--- config.mk ---
export PLATFORM = sky130hd
export DESIGN_NAME = conf_receiver
export DESIGN_NICKNAME = d
export VERILOG_FILES = /design/src/logic/acc_pkg.sv /design/src/logic/conf_receiver.sv
export SDC_FILE = /design/constraint.sdc
export NUM_CORES = 1
export LEC_CHECK = 0
export ABC_CLOCK_PERIOD_IN_PS = 800
export BUFFER_PORTS_ARGS = -buffer_cell sky130_fd_sc_hd__buf_2
export CAP_MARGIN = 20
export CORE_MARGIN = 4
export CORE_UTILIZATION = 35
export DETAILED_ROUTE_END_ITERATION = 8
export PLACE_DENSITY = 0.72
export RECOVER_POWER = 25
export SLEW_MARGIN = 30
export SYNTH_ARGS = -nofsm -noshare
export SYNTH_HDL_FRONTEND = slang
export SYNTH_SLANG_ARGS = --single-unit
--- constraint.sdc ---
create_clock -name clk -period 0.8 [get_ports clk]
set_input_delay 0.16 -clock clk [delete_from_list [all_inputs] [get_ports clk]]
set_output_delay 0.16 -clock clk [all_outputs]
set_load 0.005 [all_outputs]
--- src/logic/acc_pkg.sv ---
`default_nettype none

package acc_pkg;

  localparam int ADDR_W          = 10;
  localparam int QTD_W           = 10;
  localparam int ID_W            = 2;
  localparam int LINE_W          = 64;
  localparam int NUM_QUEUES      = 2;
  localparam int FIFO_DEPTH_BITS = 4;
  localparam int FIFO_DEPTH      = 2 ** FIFO_DEPTH_BITS;

  typedef logic [LINE_W-1:0] line_t;

  // one host word per queue.
  typedef struct packed {
    logic [ADDR_W-1:0] addr_base;
    logic [QTD_W-1:0]  qtd;
    logic [ID_W-1:0]   queue_id;
  } conf_word_t;

  // wishbone classic, read only.
  typedef struct packed {
    logic              cyc;
    logic              stb;
    logic [ADDR_W-1:0] adr;
  } wb_req_t;

  typedef struct packed {
    logic  ack;
    line_t dat;
  } wb_rsp_t;

endpackage

`default_nettype wire

--- src/logic/conf_receiver.sv ---
`timescale 1ns/1ns
`default_nettype none

module conf_receiver import acc_pkg::*; (
  input  wire                    clk,
  input  wire                    rst_internal,
  input  wire                    conf_valid,
  input  wire conf_word_t        conf,
  output logic [NUM_QUEUES-1:0]  queue_conf_valid,
  output conf_word_t             queue_conf
);

  // one-hot pulse where an id past the last queue matches no bit.
  always_ff @(posedge clk) begin
    if (rst_internal) begin
      queue_conf_valid <= '0;
    end else begin
      for (int i = 0; i < NUM_QUEUES; i++) begin
        queue_conf_valid[i] <= conf_valid && (conf.queue_id == ID_W'(i));
      end
    end
  end

  always_ff @(posedge clk) begin
    if (conf_valid) begin
      queue_conf <= conf;  // held for the queue to latch.
    end
  end

endmodule

`default_nettype wire

==> impl_metrics.tcl <==
set metrics [dict create \
    intPower_mw 1.824 \
    die_h_um 53.62 \
    min_path_type "in -> reg" \
    grt_remaining_overflow 0 \
    yosys.area.top_type_share_pct 90.72 \
    antenna_found_initial 0 \
    synth-edff-count 22 \
    synthTopCellsByCount "edfxtp_1 (22), dfxtp_1 (2), and4bb_2 (1), nor4b_2 (1)" \
    portBuffers 48 \
    outcome "finished with violations" \
    drtPass1Iterations 2 \
    peakVddDrop_v 0.001562 \
    async_reset_ff_share_pct 0 \
    relSlewSlack_pct 83.29 \
    switching_power_mw 0.4285 \
    maxCapViolCount 0 \
    finalSetupViolCount 24 \
    nets 122 \
    worstPathRequired_ns 0.64 \
    drt-total-wl_mm 1.517 \
    grt_busiest_layer "met2" \
    fin_ws_ns -0.1884 \
    slew_violations 0 \
    cp_max_fo 1 \
    leakage_nw 0.5141 \
    path_clk_slew_ns 0.12 \
    crit_buf_inv 1 \
    dieArea_sq_um 2875 \
    crit_family "flip-flops" \
    clock_power_share_pct 22.3 \
    syn-num-nets 51 \
    hpwl_mm 1.047 \
    pwr-share-comb_pct 11.6 \
    pwr_density_cell_nw_per_um2 1862 \
    grt_pass1_vias 400 \
    coreArea_sq_um 1962 \
    diodes 0 \
    grt.met2_usage_pct 13.06 \
    syn_avg_cell_area_sq_um 28.01 \
    layout_min_cycle_time_ns 0.9884 \
    tightest_slew_ns 0.2507 \
    drc_errors 0 \
    start_util_pct 37.12 \
    synth_seq_cells 24 \
    syn_area_sq_um 728.2 \
    postRouteAntennaNets 0 \
    cp.arrival_ns 0.83 \
    area_growth_pct 66.15 \
    cts_buffer_depth 2 \
    gr-usage-met1_pct 10.77 \
    ys.flop_type "edfxtp_1" \
    pre_cts_slack_ns 0.05744 \
    grt_usage_pct 9.512 \
    clkSinkCount 24 \
    die_w_um 53.62 \
    met3_usage_pct 6.925 \
    synth.area.top_cells "edfxtp_1 (91%), dfxtp_1 (5.5%), nor4b_2 (2.1%), and4bb_2 (1.7%)" \
    netlist_instances 26 \
    cts_root_buf "clkbuf_4" \
    grt_pass1_wl_mm 1.814 \
    timing.fmax_mhz 1012 \
    sw_frac_of_total_pct 19.02 \
    hold_ws_ns 0.03443 \
    synth_area_leader_cell "edfxtp_1" \
    first_iter_violations 1 \
    start_kind "flop" \
    crit_chain "buf_2" \
    hold_violations 0 \
    gp_congestion 0.6706 \
    core.rowCount 16 \
    ys_seq_area_share_pct 96.22 \
    vias 502 \
    cp-end-kind "output pin" \
    ios 49 \
    yosys_warnings 0 \
    critPathMaxStageDelay_ns 0.39 \
    cpMaxStageDelayCell "edfxtp_1" \
    rsz0062_at_grt "yes" \
    grt_max_degree 19 \
    viasPerCell 4.081 \
    power.share.sequential_pct 66.1 \
    wire_per_inst_um 12.33 \
    cts_tree "built" \
    cts_buffers 3 \
    violations "setup timing" \
    drive_above_1_share_pct 54.17 \
    synth_cell_type_count 4 \
    synth_most_common_cell "edfxtp_1" \
    fin_crit_sh_pct 123.6 \
    crit_type "reg -> out" \
    cts.htree.levels 1 \
]
-- power by group through the flow --
stage               clock network (mW)  logic [mW]  registers, mW
finish                           0.502       0.261           1.49
global route                     0.625       0.290           1.50
CTS                              0.522       0.207           1.49
detailed placement                   0       0.206           1.52
global placement                     0       0.203           1.52
floorplan                            0     0.00466           1.54
-- flip-flops by register name, indices dropped and copies added, names as in the netlist --
name	cells
queue_conf_valid	2
queue_conf	22
-- logic make-up (layout without fill, tap and decap cells) --
logic type	Yosys count	count (layout)	share of synthesized area, %
buf+inv	0	70	0
flops	24	24	96.22
simple gates	2	2	3.779
-- cells in the final DEF, fill, tap and decap left out, drive strengths merged --
cell type / instances
dfxtp: 2
dlygate4sd3: 16
buf: 46
and4bb: 1
edfxtp: 22
nor4b: 1
clkbuf: 8
-- final timing paths --
| path | startpoint | end | slack (ns) | cells past startpoint |
|---|---|---|---|---|
| worst max-delay path | queue_conf[13] | queue_conf[13] | -0.19 | 1 |
| worst min-delay path | rst_internal | queue_conf_valid[0] | 0.03 | 2 |
-- final cells by class --
class	count	area (sq um)
Sequential cell	24	701.9
Fill cell	167	752.0
Multi-Input combinational cell	2	27.53
Timing Repair Buffer	66	420.4
Tap cell	27	33.78
Clock buffer	4	26.28
-- through the flow --
| step | instances | power, mW | setup TNS, ns | util, % | area [sq um] |
|---|---|---|---|---|---|
| CTS | 107 | 2.218 | -4.093 | 53.83 | 1056 |
| global route | 123 | 2.414 | -5.617 | 61.67 | 1210 |
| detailed placement | 103 | 1.725 | 0 | 52.49 | 1030 |
| global placement | 103 | 1.720 | 0 | 52.49 | 1030 |
| finish | 123 | 2.253 | -3.809 | 61.67 | 1210 |
| floorplan | 26 | 1.541 | 0 | - | 728.2 |
-- per-layer routing --
metal / part of all wire [%] / wire (um)
met4: 0.40 / 6
met3: 18 / 271
met5: 0 / 0
met1: 36 / 552
met2: 45 / 686
-- what timing repair did --
action,CTS,global route
hold buffers,0,16
gates resized for setup,0,1
buffers inserted,0,0
endpoints found under the setup margin,24,24
hold endpoints to repair,0,17
Note: power is estimated with default switching activity, not from simulation.
