## config.mk

```make
export PLATFORM = sky130hd
export DESIGN_NAME = input_queue_controller
export DESIGN_NICKNAME = d
export VERILOG_FILES = /design/src/logic/acc_pkg.sv /design/src/logic/sync_fifo.sv /design/src/logic/input_queue_controller.sv
export SDC_FILE = /design/constraint.sdc
export NUM_CORES = 1
export LEC_CHECK = 0
export BUFFER_PORTS_ARGS = -buffer_cell sky130_fd_sc_hd__buf_2
export CAP_MARGIN = 40
export CORE_MARGIN = 2
export CORE_UTILIZATION = 40
export CTS_CLUSTER_DIAMETER = 30
export DETAILED_ROUTE_END_ITERATION = 16
export PLACE_DENSITY = 0.54
export SLEW_MARGIN = 5
export SYNTH_ARGS = -nofsm -noshare
export SYNTH_HDL_FRONTEND = slang
export SYNTH_SLANG_ARGS = --single-unit
export TNS_END_PERCENT = 50
```

## constraint.sdc

```tcl
create_clock -name clk -period 8.8 [get_ports clk]
set_input_delay 0.44 -clock clk [delete_from_list [all_inputs] [get_ports clk]]
set_output_delay 0.44 -clock clk [all_outputs]
set_load 0.05 [all_outputs]
```

## src/logic/acc_pkg.sv

```systemverilog
`default_nettype none

package acc_pkg;

  localparam int ADDR_W          = 10;
  localparam int QTD_W           = 10;
  localparam int ID_W            = 2;
  localparam int LINE_W          = 64;
  localparam int NUM_QUEUES      = 2;
  localparam int FIFO_DEPTH_BITS = 4;
  localparam int FIFO_DEPTH      = 2 ** FIFO_DEPTH_BITS;

  typedef logic [LINE_W-1:0] line_t;

  // one host word per queue.
  typedef struct packed {
    logic [ADDR_W-1:0] addr_base;
    logic [QTD_W-1:0]  qtd;
    logic [ID_W-1:0]   queue_id;
  } conf_word_t;

  // wishbone classic, read only.
  typedef struct packed {
    logic              cyc;
    logic              stb;
    logic [ADDR_W-1:0] adr;
  } wb_req_t;

  typedef struct packed {
    logic  ack;
    line_t dat;
  } wb_rsp_t;

endpackage

`default_nettype wire

```

## src/logic/sync_fifo.sv

```systemverilog
`timescale 1ns/1ns
`default_nettype none

module sync_fifo import acc_pkg::*; (
  input  wire                       clk,
  input  wire                       rst_internal,
  input  wire                       we,
  input  wire line_t                din,
  input  wire                       re,
  output logic                      valid,
  output line_t                     dout,
  output logic [FIFO_DEPTH_BITS:0]  count,
  output logic                      empty,
  output logic                      full
);

  line_t                      mem [FIFO_DEPTH];
  logic [FIFO_DEPTH_BITS-1:0] wr_ptr;
  logic [FIFO_DEPTH_BITS-1:0] rd_ptr;
  logic                       do_wr;
  logic                       do_rd;

  assign empty = (count == '0);
  assign full  = (count == (FIFO_DEPTH_BITS+1)'(FIFO_DEPTH));
  assign do_wr = we && !full;   // write on full is dropped.
  assign do_rd = re && !empty;  // pop on empty is dropped.

  always_ff @(posedge clk) begin
    if (do_wr) begin
      mem[wr_ptr] <= din;
    end
  end

  always_ff @(posedge clk) begin
    if (do_rd) begin
      dout <= mem[rd_ptr];
    end
  end

  always_ff @(posedge clk) begin
    if (rst_internal) begin
      wr_ptr <= '0;
      rd_ptr <= '0;
      count  <= '0;
      valid  <= 1'b0;
    end else begin
      valid <= do_rd;  // lines up with dout.
      if (do_wr) begin
        wr_ptr <= wr_ptr + 1'b1;  // wraps at depth.
      end
      if (do_rd) begin
        rd_ptr <= rd_ptr + 1'b1;
      end
      case ({do_wr, do_rd})
        2'b10:   count <= count + 1'b1;
        2'b01:   count <= count - 1'b1;
        default: count <= count;
      endcase
    end
  end

endmodule

`default_nettype wire

```

## src/logic/input_queue_controller.sv

```systemverilog
`timescale 1ns/1ns
`default_nettype none

module input_queue_controller import acc_pkg::*; #(
  parameter int QUEUE_ID = 0
) (
  input  wire                    clk,
  input  wire                    rst_internal,
  input  wire                    start,
  input  wire [NUM_QUEUES-1:0]   conf_valid,
  input  wire conf_word_t        conf,
  output wb_req_t                wb_req,
  input  wire wb_rsp_t           wb_rsp,
  input  wire                    user_rd,
  output line_t                  user_data,
  output logic                   user_valid,
  output logic                   user_avail,
  output logic                   done
);

  logic                     configured;
  logic [ADDR_W-1:0]        next_addr;
  logic [QTD_W-1:0]         qtd;
  logic [QTD_W-1:0]         req_cnt;
  logic [QTD_W-1:0]         arr_cnt;
  logic [FIFO_DEPTH_BITS:0] pending;
  logic                     my_conf;
  logic                     issue;
  logic                     pop;
  logic                     fifo_empty;

  assign my_conf    = conf_valid[QUEUE_ID];
  assign pop        = user_rd && !fifo_empty;
  assign user_avail = !fifo_empty;

  // one read in flight, and never more lines owed than the fifo holds.
  assign issue = start && configured && !wb_req.cyc && (req_cnt < qtd)
                 && (pending < (FIFO_DEPTH_BITS+1)'(FIFO_DEPTH));

  //////////////////////////////////////////////////
  // configuration
  //////////////////////////////////////////////////

  always_ff @(posedge clk) begin
    if (rst_internal) begin
      configured <= 1'b0;
    end else if (my_conf) begin
      configured <= 1'b1;
    end
  end

  always_ff @(posedge clk) begin
    if (my_conf) begin
      qtd <= conf.qtd;
    end
  end

  always_ff @(posedge clk) begin
    if (my_conf) begin
      next_addr <= conf.addr_base;
    end else if (issue) begin
      next_addr <= next_addr + 1'b1;  // one line per request.
    end
  end

  //////////////////////////////////////////////////
  // bus master
  //////////////////////////////////////////////////

  always_ff @(posedge clk) begin
    if (rst_internal) begin
      wb_req  <= '0;
      req_cnt <= '0;
    end else if (issue) begin
      wb_req.cyc <= 1'b1;
      wb_req.stb <= 1'b1;
      wb_req.adr <= next_addr;
      req_cnt    <= req_cnt + 1'b1;
    end else if (wb_rsp.ack) begin
      wb_req.cyc <= 1'b0;  // idle at least one cycle before the next.
      wb_req.stb <= 1'b0;
    end
  end

  // requested but not yet popped by the user.
  always_ff @(posedge clk) begin
    if (rst_internal) begin
      pending <= '0;
    end else begin
      case ({issue, pop})
        2'b10:   pending <= pending + 1'b1;
        2'b01:   pending <= pending - 1'b1;
        default: pending <= pending;
      endcase
    end
  end

  always_ff @(posedge clk) begin
    if (rst_internal) begin
      arr_cnt <= '0;
      done    <= 1'b0;
    end else begin
      if (wb_rsp.ack) begin
        arr_cnt <= arr_cnt + 1'b1;
      end
      if (start && configured && (arr_cnt == qtd)) begin
        done <= 1'b1;  // sticky.
      end
    end
  end

  sync_fifo u_fifo (
    .clk          (clk),
    .rst_internal (rst_internal),
    .we           (wb_rsp.ack),
    .din          (wb_rsp.dat),
    .re           (user_rd),
    .valid        (user_valid),
    .dout         (user_data),
    .count        (),
    .empty        (fifo_empty),
    .full         ()
  );

endmodule

`default_nettype wire

```

==> results.toml, run 1 <==
[synth]
synthDistinctLibCells = 48
post_synth_main_area_contributors = "sky130_fd_sc_hd__edfxtp_1 75%, sky130_fd_sc_hd__mux4_2 16%, sky130_fd_sc_hd__dfxtp_1 2.4%, sky130_fd_sc_hd__ha_1 0.68%, sky130_fd_sc_hd__buf_6 0.64%"
synth_top_area_cell = "sky130_fd_sc_hd__edfxtp_1"
syn-instance-count = 1894
top_flip_flop_cell_by_instance_count_after_synthesis = "sky130_fd_sc_hd__edfxtp_1"
synth_top_cells_by_count = "1108 x sky130_fd_sc_hd__edfxtp_1, 313 x sky130_fd_sc_hd__mux4_2, 53 x sky130_fd_sc_hd__nand2_1"
async_flop_share = 0
synthesis.yosys.warnings = 0
synth-seq-area-share = 0.7785
post-synth-top-count-cell = "sky130_fd_sc_hd__edfxtp_1"
synth_fp_nets = 2012
number_of_enable_type_register_cells_in_the_synthesized_netlist = 1108
synth.ff_latch_count = 1160
combined_area_of_all_synthesized_cells_sq_um = 44080
synthesized_area_per_cell_sq_um = 23.27
post-synth-top-area-fraction = 0.7549

[clocking]
cts_post_setup_buffers_inserted = 0
htree_levels = 4
clock_insertion_delay_worst_skew_ns = 0.77
cts_tree = "done"
clock_tree.root_cell = "sky130_fd_sc_hd__clkbuf_16"
cts_made_buffers = 231
clock_path_buffers = 3
clock_sink_count = 1160
cts.clk_slew.worst_paths_ns = 0.04

[power_and_ir_drop]
power.density_nw_per_um2 = 328.7
vdd_drop_max_uv = 217.3
cellLeakagePower_nw = 18.27

[worst_setup_path]
worst_path_most_repeated_cell = "sky130_fd_sc_hd__ha_1"
critical_path.cell_chain = "inv_1, ha_1, nand4_1, or2_0, o221a_2, inv_2, ha_1, xor2_1, ha_1, inv_1, o21ai_0, a21oi_1, o21bai_1, mux2_1"
required_time_of_the_worst_setup_path_ns = 9.45
startpoint_type = "flop"
critical_path_arrival_ns = 4.34
critical_path.max_fanout = 22
setup.worst_path.class = "reg -> reg"
critPathSlowestCell = "sky130_fd_sc_hd__o221a_2"
critPathCaptureType = "flop"
critPathMaxStageDelay_ns = 0.44

[timing]
timing_worst_slew_pin_value_ns = 0.9395
relSlewSlack = 0.3737
fin_worst_skew_ns = 0.03980
number_of_slew_limit_violations_in_the_final_report = 0
setup_viol = 0
worst_path_setup_slack_after_routing_ns = 5.112
maxClockFrequency_ghz = 0.2712
fin_crit_sh = 0.4190
rsz0062_at_grt = "no"
tns_setup_ns = 0
finalHoldViolCount = 0
finalWorstPathRequiredPeriod_ns = 3.688

[global_route]
first_global_vias = 22660
gr-total-overflow = 0
grt_start_max_net_pins = 140
grt_antenna_before_repair = 14
grt_first_pass_wirelength_um = 147800
grt.total_usage = 0.1811

[die]
initial_utilization = 0.4044
fp.dieH_um = 336.0
die_w_um = 336.0
std_cell_rows = 121
design.die.area_sq_um = 112900
core_sq_um = 109000
io_pins = 172

[worst_hold_path]
hold_path.class = "in -> reg"

[layout]
final_net_count = 2456
proportion_of_layout_cells_with_a_drive_suffix_above_1 = 0.3709
syn2layout_area_growth_pct = 26.96
post-route-cell-area_sq_um = 55960

[placement]
dpl_cell_area_sq_um = 46890
dp_worst_setup_slack_ns = 5.186
post-dp-hpwl_um = 50590
place.port_buffers = 168
gp_routability_congestion = 0.7301

[drt]
route.detailed.vias_per_inst = 5.307
wl_per_cell_um = 25.32
drt-initial-drc-count = 1826
dr.pass1.iters = 5
num_vias = 20990
post-route-drc-count = 0
antenna_violating_nets_post_route = 0
drt-total-wl_um = 100100

[status]
status = "finished clean"

[flow_run]
max_cap_viol_count = 0
==> stage by stage <==
step / utilization / std cells / total power (W) / hold WS (ns)
floorplan: - / 1894 / 0.008852 / 0.4317
global placement: 0.4275 / 3426 / 0.009468 / 0.4436
detailed placement: 0.4301 / 3437 / 0.009530 / 0.4481
CTS: 0.5133 / 3954 / 0.01863 / 0.003906
global route: 0.5133 / 3954 / 0.01907 / 0.02777
finish: 0.5134 / 3955 / 0.01840 / 0.05812
==> cell type report <==
cell class	instances	area, sq um
clock buffer	265	6003
tap	1414	1769
multi-input combinational	620	9234
sequential	1160	34330
clock inverter	170	2246
fill	8570	53040
timing repair buffer	301	2287
antenna	1	2.502
inverter	24	90.09
==> path summary, 6_finish.rpt <==
kind,from,to,slack [ns],cells after the start
max,qtd[9],pending[4],5.11,14
max reg2reg,qtd[9],pending[4],5.11,14
min reg2reg,wb_req[9],wb_req[9],0.45,2
min,wb_rsp[8],u_fifo.mem[13][8],0.06,1
==> per-layer routing <==
| metal | routed length [um] | track usage |
|---|---|---|
| met1 | 42180 | 0.2393 |
| met2 | 50410 | 0.3003 |
| met3 | 5403 | 0.03927 |
| met4 | 2057 | 0.05772 |
| met5 | 91 | 0 |
==> where the power goes <==
group | leakage [nW] | internal [W] | switching (W) | total (W)
combinational | 3.87 | 0.00120 | 0.00156 | 0.00276
clock | 3.92 | 0.00610 | 0.00291 | 0.00901
sequential | 10.5 | 0.00644 | 0.000186 | 0.00663
==> logic make-up after synthesis <==
| family | count (synthesis) | synth area share |
|---|---|---|
| flip-flops | 1160 | 0.7785 |
| adder cells (fa/ha/maj) | 25 | 0.007267 |
| buffers and inverters | 114 | 0.01479 |
| AND/OR/NAND/NOR | 162 | 0.01723 |
| XOR/XNOR | 38 | 0.007551 |
| AO/OA/AOI/OAI | 67 | 0.008658 |
| multiplexers | 328 | 0.1660 |
==> worst max-delay path, delay by kind of cell (launching register included) <==
kind | cells | cell delay (ns)
flip-flops | 1 | 0.35
XOR/XNOR | 1 | 0.18
AND/OR/NAND/NOR | 2 | 0.36
adder cells (fa/ha/maj) | 3 | 0.98
buffers and inverters | 3 | 0.49
AO/OA/AOI/OAI | 4 | 0.86
multiplexers | 1 | 0.33
==> timing repair <==
item,4_1_cts,5_1_grt
gates resized for setup,0,0
hold buffers,82,0
endpoints found under the hold margin,940,0
==> registers in the layout (all words and copies together) (netlist names) <==
signal	cells
u_fifo.mem	1024
u_fifo.dout	64
wb_req	11
arr_cnt	10
next_addr	10
qtd	10
req_cnt	10
pending	5
u_fifo.count	5
u_fifo.rd_ptr	4
u_fifo.wr_ptr	4
configured	1
done	1
u_fifo.valid	1
==> placed cells by master, fill, tap and decap left out, drive strengths merged, types with 33 or more instances in the layout <==
master | Yosys | final
a21oi | 33 | 33
buf | 52 | 219
bufinv | 0 | 41
clkbuf | 38 | 265
clkinv | 0 | 82
dfxtp | 52 | 52
dlygate4sd3 | 0 | 82
edfxtp | 1108 | 1108
inv | 24 | 39
mux4 | 320 | 320
nand2 | 53 | 53
nor2 | 48 | 48
Note: power is estimated with default switching activity, not from simulation.
==> inputs of run 2 (changes only) <==
ABC_AREA = 1   (was not set)
clock period = 3.7 ns   (was 8.8 ns; I/O delays follow)
==> run 2 against run 1 <==
Compared with the run above: synthesized cell count is 79% higher; largest cell class unchanged; combinational power grew to 3.1 times the previous value; clock skew is 0.013 ns higher; sequential share of layout area is 1.4 points lower; sequential cell count stayed put; non-clock buffer count is 38 higher; global-route usage is 2.2 points higher; first-iteration DRC count is 36% higher; critical path depth is 4 higher.
==> results.toml, run 2 <==
[status]
status = "finished clean"

[clocking]
cts_made_buffers = 234
cts.clk_slew.worst_paths_ns = 0.05
cts_hold_buf = 100
post_cts.resized_instances = 0
clock_sink_count = 1160
clock_path_buffers = 3
htree_levels = 4
clock_tree.root_cell = "sky130_fd_sc_hd__clkbuf_16"
cts_tree = "done"
clock_insertion_delay_worst_skew_ns = 0.81
cts_post_setup_buffers_inserted = 0

[worst_setup_path]
critical_path_arrival_ns = 3.42
critical_path.reg2reg.startpoint = "qtd[9]"
critical_path.max_fanout = 21
ff2ff_path_depth = 18
critPathCaptureType = "flop"
reg_to_reg_setup_timing_slack_ns = 1.0
required_time_of_the_worst_setup_path_ns = 4.42
startpoint_type = "flop"
setup.worst_path.class = "reg -> reg"
rr_endpoint = "pending[4]"

[timing]
setup_viol = 0
finalHoldViolCount = 0
timing_worst_slew_pin_value_ns = 1.231
relSlewSlack = 0.1796
rsz0062_at_grt = "no"
fin_crit_sh = 0.7308
number_of_slew_limit_violations_in_the_final_report = 0
finalWorstPathRequiredPeriod_ns = 2.704
worst_path_setup_slack_after_routing_ns = 0.9960
maxClockFrequency_ghz = 0.3698
fin_worst_skew_ns = 0.05267

[global_route]
first_global_vias = 28770
grt_antenna_before_repair = 8
grt_util_met3 = 0.03761
gr-total-overflow = 0
top_usage_layer = "met2"
global_route.usage.met2 = 0.3210
gr-usage-met1 = 0.2800
grt.total_usage = 0.2027
grt_start_max_net_pins = 203
grt_first_pass_wirelength_um = 178600

[drt]
post-route-drc-count = 0
drt-initial-drc-count = 2480
drt-total-wl_um = 119300
num_vias = 29100
wl_per_cell_um = 21.86
dr.pass1.iters = 8
route.detailed.vias_per_inst = 5.332
antenna_violating_nets_post_route = 0

[synth]
synthesized_area_per_cell_sq_um = 13.40
number_of_enable_type_register_cells_in_the_synthesized_netlist = 1108
combined_area_of_all_synthesized_cells_sq_um = 45510
synth.ff_latch_count = 1160
post-synth-top-count-cell = "sky130_fd_sc_hd__edfxtp_1"
synth_fp_nets = 3515
post_synth_main_area_contributors = "sky130_fd_sc_hd__edfxtp_1 73%, sky130_fd_sc_hd__nor2_1 5.5%, sky130_fd_sc_hd__o21ai_0 5.0%, sky130_fd_sc_hd__o221ai_1 3.1%, sky130_fd_sc_hd__dfxtp_1 2.3%"
top_flip_flop_cell_by_instance_count_after_synthesis = "sky130_fd_sc_hd__edfxtp_1"
synth_top_cells_by_count = "1108 x sky130_fd_sc_hd__edfxtp_1, 661 x sky130_fd_sc_hd__nor2_1, 457 x sky130_fd_sc_hd__o21ai_0"
synth-seq-area-share = 0.7540
post-synth-top-area-fraction = 0.7311
syn-instance-count = 3397
async_flop_share = 0
synth_top_area_cell = "sky130_fd_sc_hd__edfxtp_1"
synthesis.yosys.warnings = 0
synthDistinctLibCells = 34

[die]
std_cell_rows = 123
design.die.area_sq_um = 116500
io_pins = 172
initial_utilization = 0.4040
core_sq_um = 112700
fp.dieH_um = 341.3
die_w_um = 341.3

[worst_hold_path]
holdPathStages = 2
worst_hold_path.endpoint = "qtd[2]"
hold_path.startpoint = "conf[4]"
hold_path.class = "in -> reg"

[layout]
commonest_non_fill_non_tap_cell_in_the_layout = "sky130_fd_sc_hd__edfxtp_1"
largest_register_ff_count = 1024
final_net_count = 3867
layout_common_cells = "1108 x sky130_fd_sc_hd__edfxtp_1, 645 x sky130_fd_sc_hd__nor2_1, 457 x sky130_fd_sc_hd__o21ai_0"
proportion_of_layout_cells_with_a_drive_suffix_above_1 = 0.1681
num-fill-cells = 9700
final-seq-area_sq_um = 34330
register_containing_the_most_flip_flops_in_the_final_layout = "u_fifo.mem"
syn2layout_area_growth_pct = 25.77
multi_input_comb_area_sq_um = 9935
largest_registers = "u_fifo.mem: 1024 flops, u_fifo.dout: 64 flops, wb_req: 11 flops"
post-route-cell-area_sq_um = 57230

[flow_run]
max_cap_viol_count = 0

[placement]
dpl_cell_area_sq_um = 48020
dp_worst_setup_slack_ns = 1.019
gp_routability_congestion = 0.7524
post-dp-hpwl_um = 57170
place.port_buffers = 168

[power_and_ir_drop]
power.density_nw_per_um2 = 795.4
cellLeakagePower_nw = 19.57
vdd_drop_max_uv = 621.0
==> run 2: cell count changes after synthesis, moves of 50 or more <==
cell	before	now
sky130_fd_sc_hd__o21ai_1	1	78
sky130_fd_sc_hd__mux4_2	313	0
sky130_fd_sc_hd__o211ai_1	0	95
sky130_fd_sc_hd__nand3_1	9	175
sky130_fd_sc_hd__o21ai_0	19	457
sky130_fd_sc_hd__nor2_1	48	661
sky130_fd_sc_hd__buf_2	13	63
sky130_fd_sc_hd__o221ai_1	0	161
sky130_fd_sc_hd__nand2_1	53	196
==> run 2: metal layers <==
metal	part of all wire	routed length [um]	vias up
li1	-	-	13490
met4	0.025	3032	6
met3	0.056	6635	215
met1	0.45	54030	14540
met5	0.00036	43	-
met2	0.47	55530	856
==> run 2: final cells by class <==
class / instances / area share
repair buffers: 339 / 0.04525
clock inverters: 184 / 0.03896
flip-flops and latches: 1160 / 0.5998
clock buffers: 254 / 0.1042
diodes: 6 / 0.0002623
well taps: 1500 / 0.03279
inverters: 70 / 0.005181
multi-input cells: 1944 / 0.1736
==> run 2: report_power, final <==
group / internal, W / total [W] / switching, W / leakage [nW]
combinational: 0.00225 / 0.00844 / 0.00619 / 5.15
clock: 0.0143 / 0.0214 / 0.00706 / 3.93
sequential: 0.0154 / 0.0157 / 0.000362 / 10.5
==> run 2: worst max-delay path by stage <==
stage               startpoint                end  slack (ns)  cells after the start
4_1_cts                 qtd[9]         pending[4]         1.0                     18
2_1_floorplan  u_fifo.count[1]  u_fifo.mem[11][0]       -0.34                      6
5_1_grt                 qtd[9]         pending[4]        0.67                     18
3_5_place_dp            qtd[9]         pending[4]        1.02                     18
6_report                qtd[9]         pending[4]         1.0                     18
3_3_place_gp            qtd[9]         pending[4]        1.01                     18
==> run 2: worst max-delay path: stages, from the launching register on <==
cell and delay [ns]:
sky130_fd_sc_hd__edfxtp_1 0.37, sky130_fd_sc_hd__inv_1 0.06, sky130_fd_sc_hd__ha_1 0.30, sky130_fd_sc_hd__nand2_1 0.08
sky130_fd_sc_hd__nor2_1 0.18, sky130_fd_sc_hd__nand3_1 0.10, sky130_fd_sc_hd__buf_4 0.21, sky130_fd_sc_hd__nand3_2 0.10
sky130_fd_sc_hd__ha_1 0.28, sky130_fd_sc_hd__xor2_1 0.22, sky130_fd_sc_hd__ha_1 0.17, sky130_fd_sc_hd__inv_1 0.04
sky130_fd_sc_hd__nand2_1 0.08, sky130_fd_sc_hd__nand3_1 0.10, sky130_fd_sc_hd__nand2_1 0.07, sky130_fd_sc_hd__nand2_1 0.04
sky130_fd_sc_hd__nand2_1 0.05, sky130_fd_sc_hd__nand2_1 0.04, sky130_fd_sc_hd__a21oi_1 0.11
==> run 2: cell families (layout without fill, tap and decap cells) <==
| kind of cell | Yosys count | after routing | synth area share |
|---|---|---|---|
| compound gates | 844 | 844 | 0.1116 |
| xor+xnor | 20 | 20 | 0.003849 |
| fa+ha+maj | 25 | 25 | 0.007039 |
| buf+inv | 293 | 847 | 0.03033 |
| flops | 1160 | 1160 | 0.7540 |
| other cells | 0 | 6 | 0 |
| simple gates | 1055 | 1055 | 0.09315 |
==> run 2: through the flow <==
stage	hold WS (ns)	util	TNS [ns]	instances	total power (W)
2_1_floorplan	0.2752	-	-336.36	3397	0.02194
3_3_place_gp	0.3639	0.4256	0	4910	0.02429
3_5_place_dp	0.3637	0.4263	0	4913	0.02438
4_1_cts	0.04353	0.5079	0	5451	0.04593
5_1_grt	0.07501	0.5080	0	5455	0.04745
6_report	0.1035	0.5080	0	5457	0.04552
==> inputs of run 3 (changes only) <==
PLACE_DENSITY = 0.56   (was 0.54)
clock period = 2.44 ns   (was 3.7 ns; I/O delays follow)
==> run 3 against run 2 <==
Compared with the run above: routed wire length decreased by 0.33%; combinational power increased by 66%; critical path depth decreased by 1; sequential share of layout area decreased by 1.3 points; largest power group unchanged.
==> results.toml, run 3 (synthesized netlist as in run 2, its figures left out) <==
[timing]
finalHoldViolCount = 0
tns_setup_ns = 0
setup_viol = 0
worst_path_setup_slack_after_routing_ns = 0.1163
timing_worst_slew_pin_value_ns = 0.7160
fin_crit_sh = 0.9524
fin_worst_skew_ns = 0.03845
relSlewSlack = 0.5227
finalWorstPathRequiredPeriod_ns = 2.324
number_of_slew_limit_violations_in_the_final_report = 0
maxClockFrequency_ghz = 0.4303

[status]
status = "finished clean"

[worst_setup_path]
startpoint_type = "flop"
critical_path.max_fanout = 3
required_time_of_the_worst_setup_path_ns = 3.15
critical_path_arrival_ns = 3.04
setup.worst_path.class = "reg -> reg"
reg_to_reg_setup_timing_slack_ns = 0.12
critPathCaptureType = "flop"

[global_route]
grt_start_max_net_pins = 118
grt_antenna_before_repair = 5
grt_first_pass_wirelength_um = 180300
grt.total_usage = 0.2030
gr-total-overflow = 0
first_global_vias = 29380

[clocking]
cts.clk_slew.worst_paths_ns = 0.04
clock_sink_count = 1160
clock_insertion_delay_worst_skew_ns = 0.81
cts_tree = "done"
clock_tree.root_cell = "sky130_fd_sc_hd__clkbuf_16"
htree_levels = 4
clock_path_buffers = 3
cts_made_buffers = 235

[power_and_ir_drop]
combPwrFrac = 0.200
pwr-share-seq = 0.338
vdd_drop_max_uv = 831.3
switching_share = 0.2977
power.density_nw_per_um2 = 1196
power_switching_w = 0.02084
p_int_w = 0.04918
cellLeakagePower_nw = 20.10
power.share.clock = 0.462

[flow_run]
max_cap_viol_count = 0

[placement]
place.port_buffers = 168
dpl_cell_area_sq_um = 49130
placedCellCount = 4968
gp_routability_congestion = 0.7716
post-dp-hpwl_um = 61020
dp_worst_setup_slack_ns = -0.03648

[layout]
largest_register_ff_count = 1024
layout_common_cells = "1108 x sky130_fd_sc_hd__edfxtp_1, 644 x sky130_fd_sc_hd__nor2_1, 457 x sky130_fd_sc_hd__o21ai_0"
proportion_of_layout_cells_with_a_drive_suffix_above_1 = 0.1817
post-route-cell-area_sq_um = 58520
num-fill-cells = 9426
register_containing_the_most_flip_flops_in_the_final_layout = "u_fifo.mem"
commonest_non_fill_non_tap_cell_in_the_layout = "sky130_fd_sc_hd__edfxtp_1"
final_cell_count_no_fill = 5529
syn2layout_area_growth_pct = 28.60
largest_registers = "u_fifo.mem: 1024 flops, u_fifo.dout: 64 flops, wb_req: 11 flops"
final_net_count = 3937

[die]
core_sq_um = 112700
fp.dieH_um = 341.3
io_pins = 172
die_w_um = 341.3
design.die.area_sq_um = 116500
initial_utilization = 0.4040
std_cell_rows = 123

[drt]
wl_per_cell_um = 21.50
route.detailed.vias_per_inst = 5.334
dr.pass1.iters = 5
drt-total-wl_um = 118900
antenna_violating_nets_post_route = 0
drt-initial-drc-count = 2497
post-route-drc-count = 0
num_vias = 29490

[worst_hold_path]
hold_path.class = "in -> reg"
==> run 3: worst max-delay path: stages, from the launching register on <==
cell and delay, ns:
sky130_fd_sc_hd__edfxtp_1 0.39, sky130_fd_sc_hd__inv_2 0.08, sky130_fd_sc_hd__ha_4 0.21, sky130_fd_sc_hd__a21oi_2 0.14, sky130_fd_sc_hd__nand3_1 0.12, sky130_fd_sc_hd__nor2_2 0.17, sky130_fd_sc_hd__nand3_4 0.11, sky130_fd_sc_hd__ha_4 0.18
sky130_fd_sc_hd__xor2_2 0.14, sky130_fd_sc_hd__ha_2 0.18, sky130_fd_sc_hd__inv_1 0.04, sky130_fd_sc_hd__nand2_2 0.07, sky130_fd_sc_hd__nand3_2 0.07, sky130_fd_sc_hd__nand2_1 0.08, sky130_fd_sc_hd__nand2_1 0.05, sky130_fd_sc_hd__nand2_1 0.05
sky130_fd_sc_hd__nand2_1 0.06, sky130_fd_sc_hd__a21oi_2 0.11
==> run 3: area by class of cell <==
type	count	area [sq um]	area share
tap	1500	1877	0.03207
clock buffer	272	6157	0.1052
timing repair buffer	408	3789	0.06474
sequential	1160	34330	0.5866
inverter	70	297.8	0.005089
multi-input combinational	1944	10060	0.1720
antenna	5	12.51	0.0002138
clock inverter	170	1996	0.03410
==> run 3: per-stage QoR <==
| step | total power [W] | utilization | hold WS, ns |
|---|---|---|---|
| floorplan | 0.03329 | - | 0.2122 |
| finish | 0.07002 | 0.5195 | 0.05167 |
| CTS | 0.07054 | 0.5187 | 0.003264 |
| global route | 0.07287 | 0.5194 | 0.03227 |
| global placement | 0.03780 | 0.4359 | 0.3004 |
| detailed placement | 0.03791 | 0.4362 | 0.3008 |
==> run 3: power groups by stage <==
| stage | combinational [W] | sequential, W | clock, W |
|---|---|---|---|
| floorplan | 0.00741 | 0.0259 | 0 |
| global placement | 0.0138 | 0.0241 | 0 |
| detailed placement | 0.0139 | 0.0240 | 0 |
| CTS | 0.0141 | 0.0237 | 0.0327 |
| global route | 0.0154 | 0.0238 | 0.0337 |
| finish | 0.0140 | 0.0237 | 0.0323 |
==> run 3: worst paths after layout <==
| path | from | end | depth (start not counted) |
|---|---|---|---|
| setup / recovery | qtd[9] | pending[4] | 17 |
| setup reg to reg | qtd[9] | pending[4] | 17 |
| hold / removal | conf[3] | qtd[1] | 2 |
| hold reg to reg | done | done | 2 |
==> run 3: metal layers <==
metal | global-route usage | part of all wire | vias to the layer above
met1 | 0.2813 | 0.44 | 14730
met4 | 0.06369 | 0.021 | 6
li1 | - | - | 13650
met5 | 0 | 0.00036 | -
met3 | 0.03811 | 0.055 | 197
met2 | 0.3247 | 0.48 | 911
==> run 3: repair_timing <==
item                                   4_1_cts  5_1_grt
gates resized for setup                      5       18
cloned                                       0        0
setup endpoints to repair                   13       13
hold buffers                               110        0
endpoints found under the hold margin     1105        0
setup buffers                                2        2
pin swaps                                    2       10
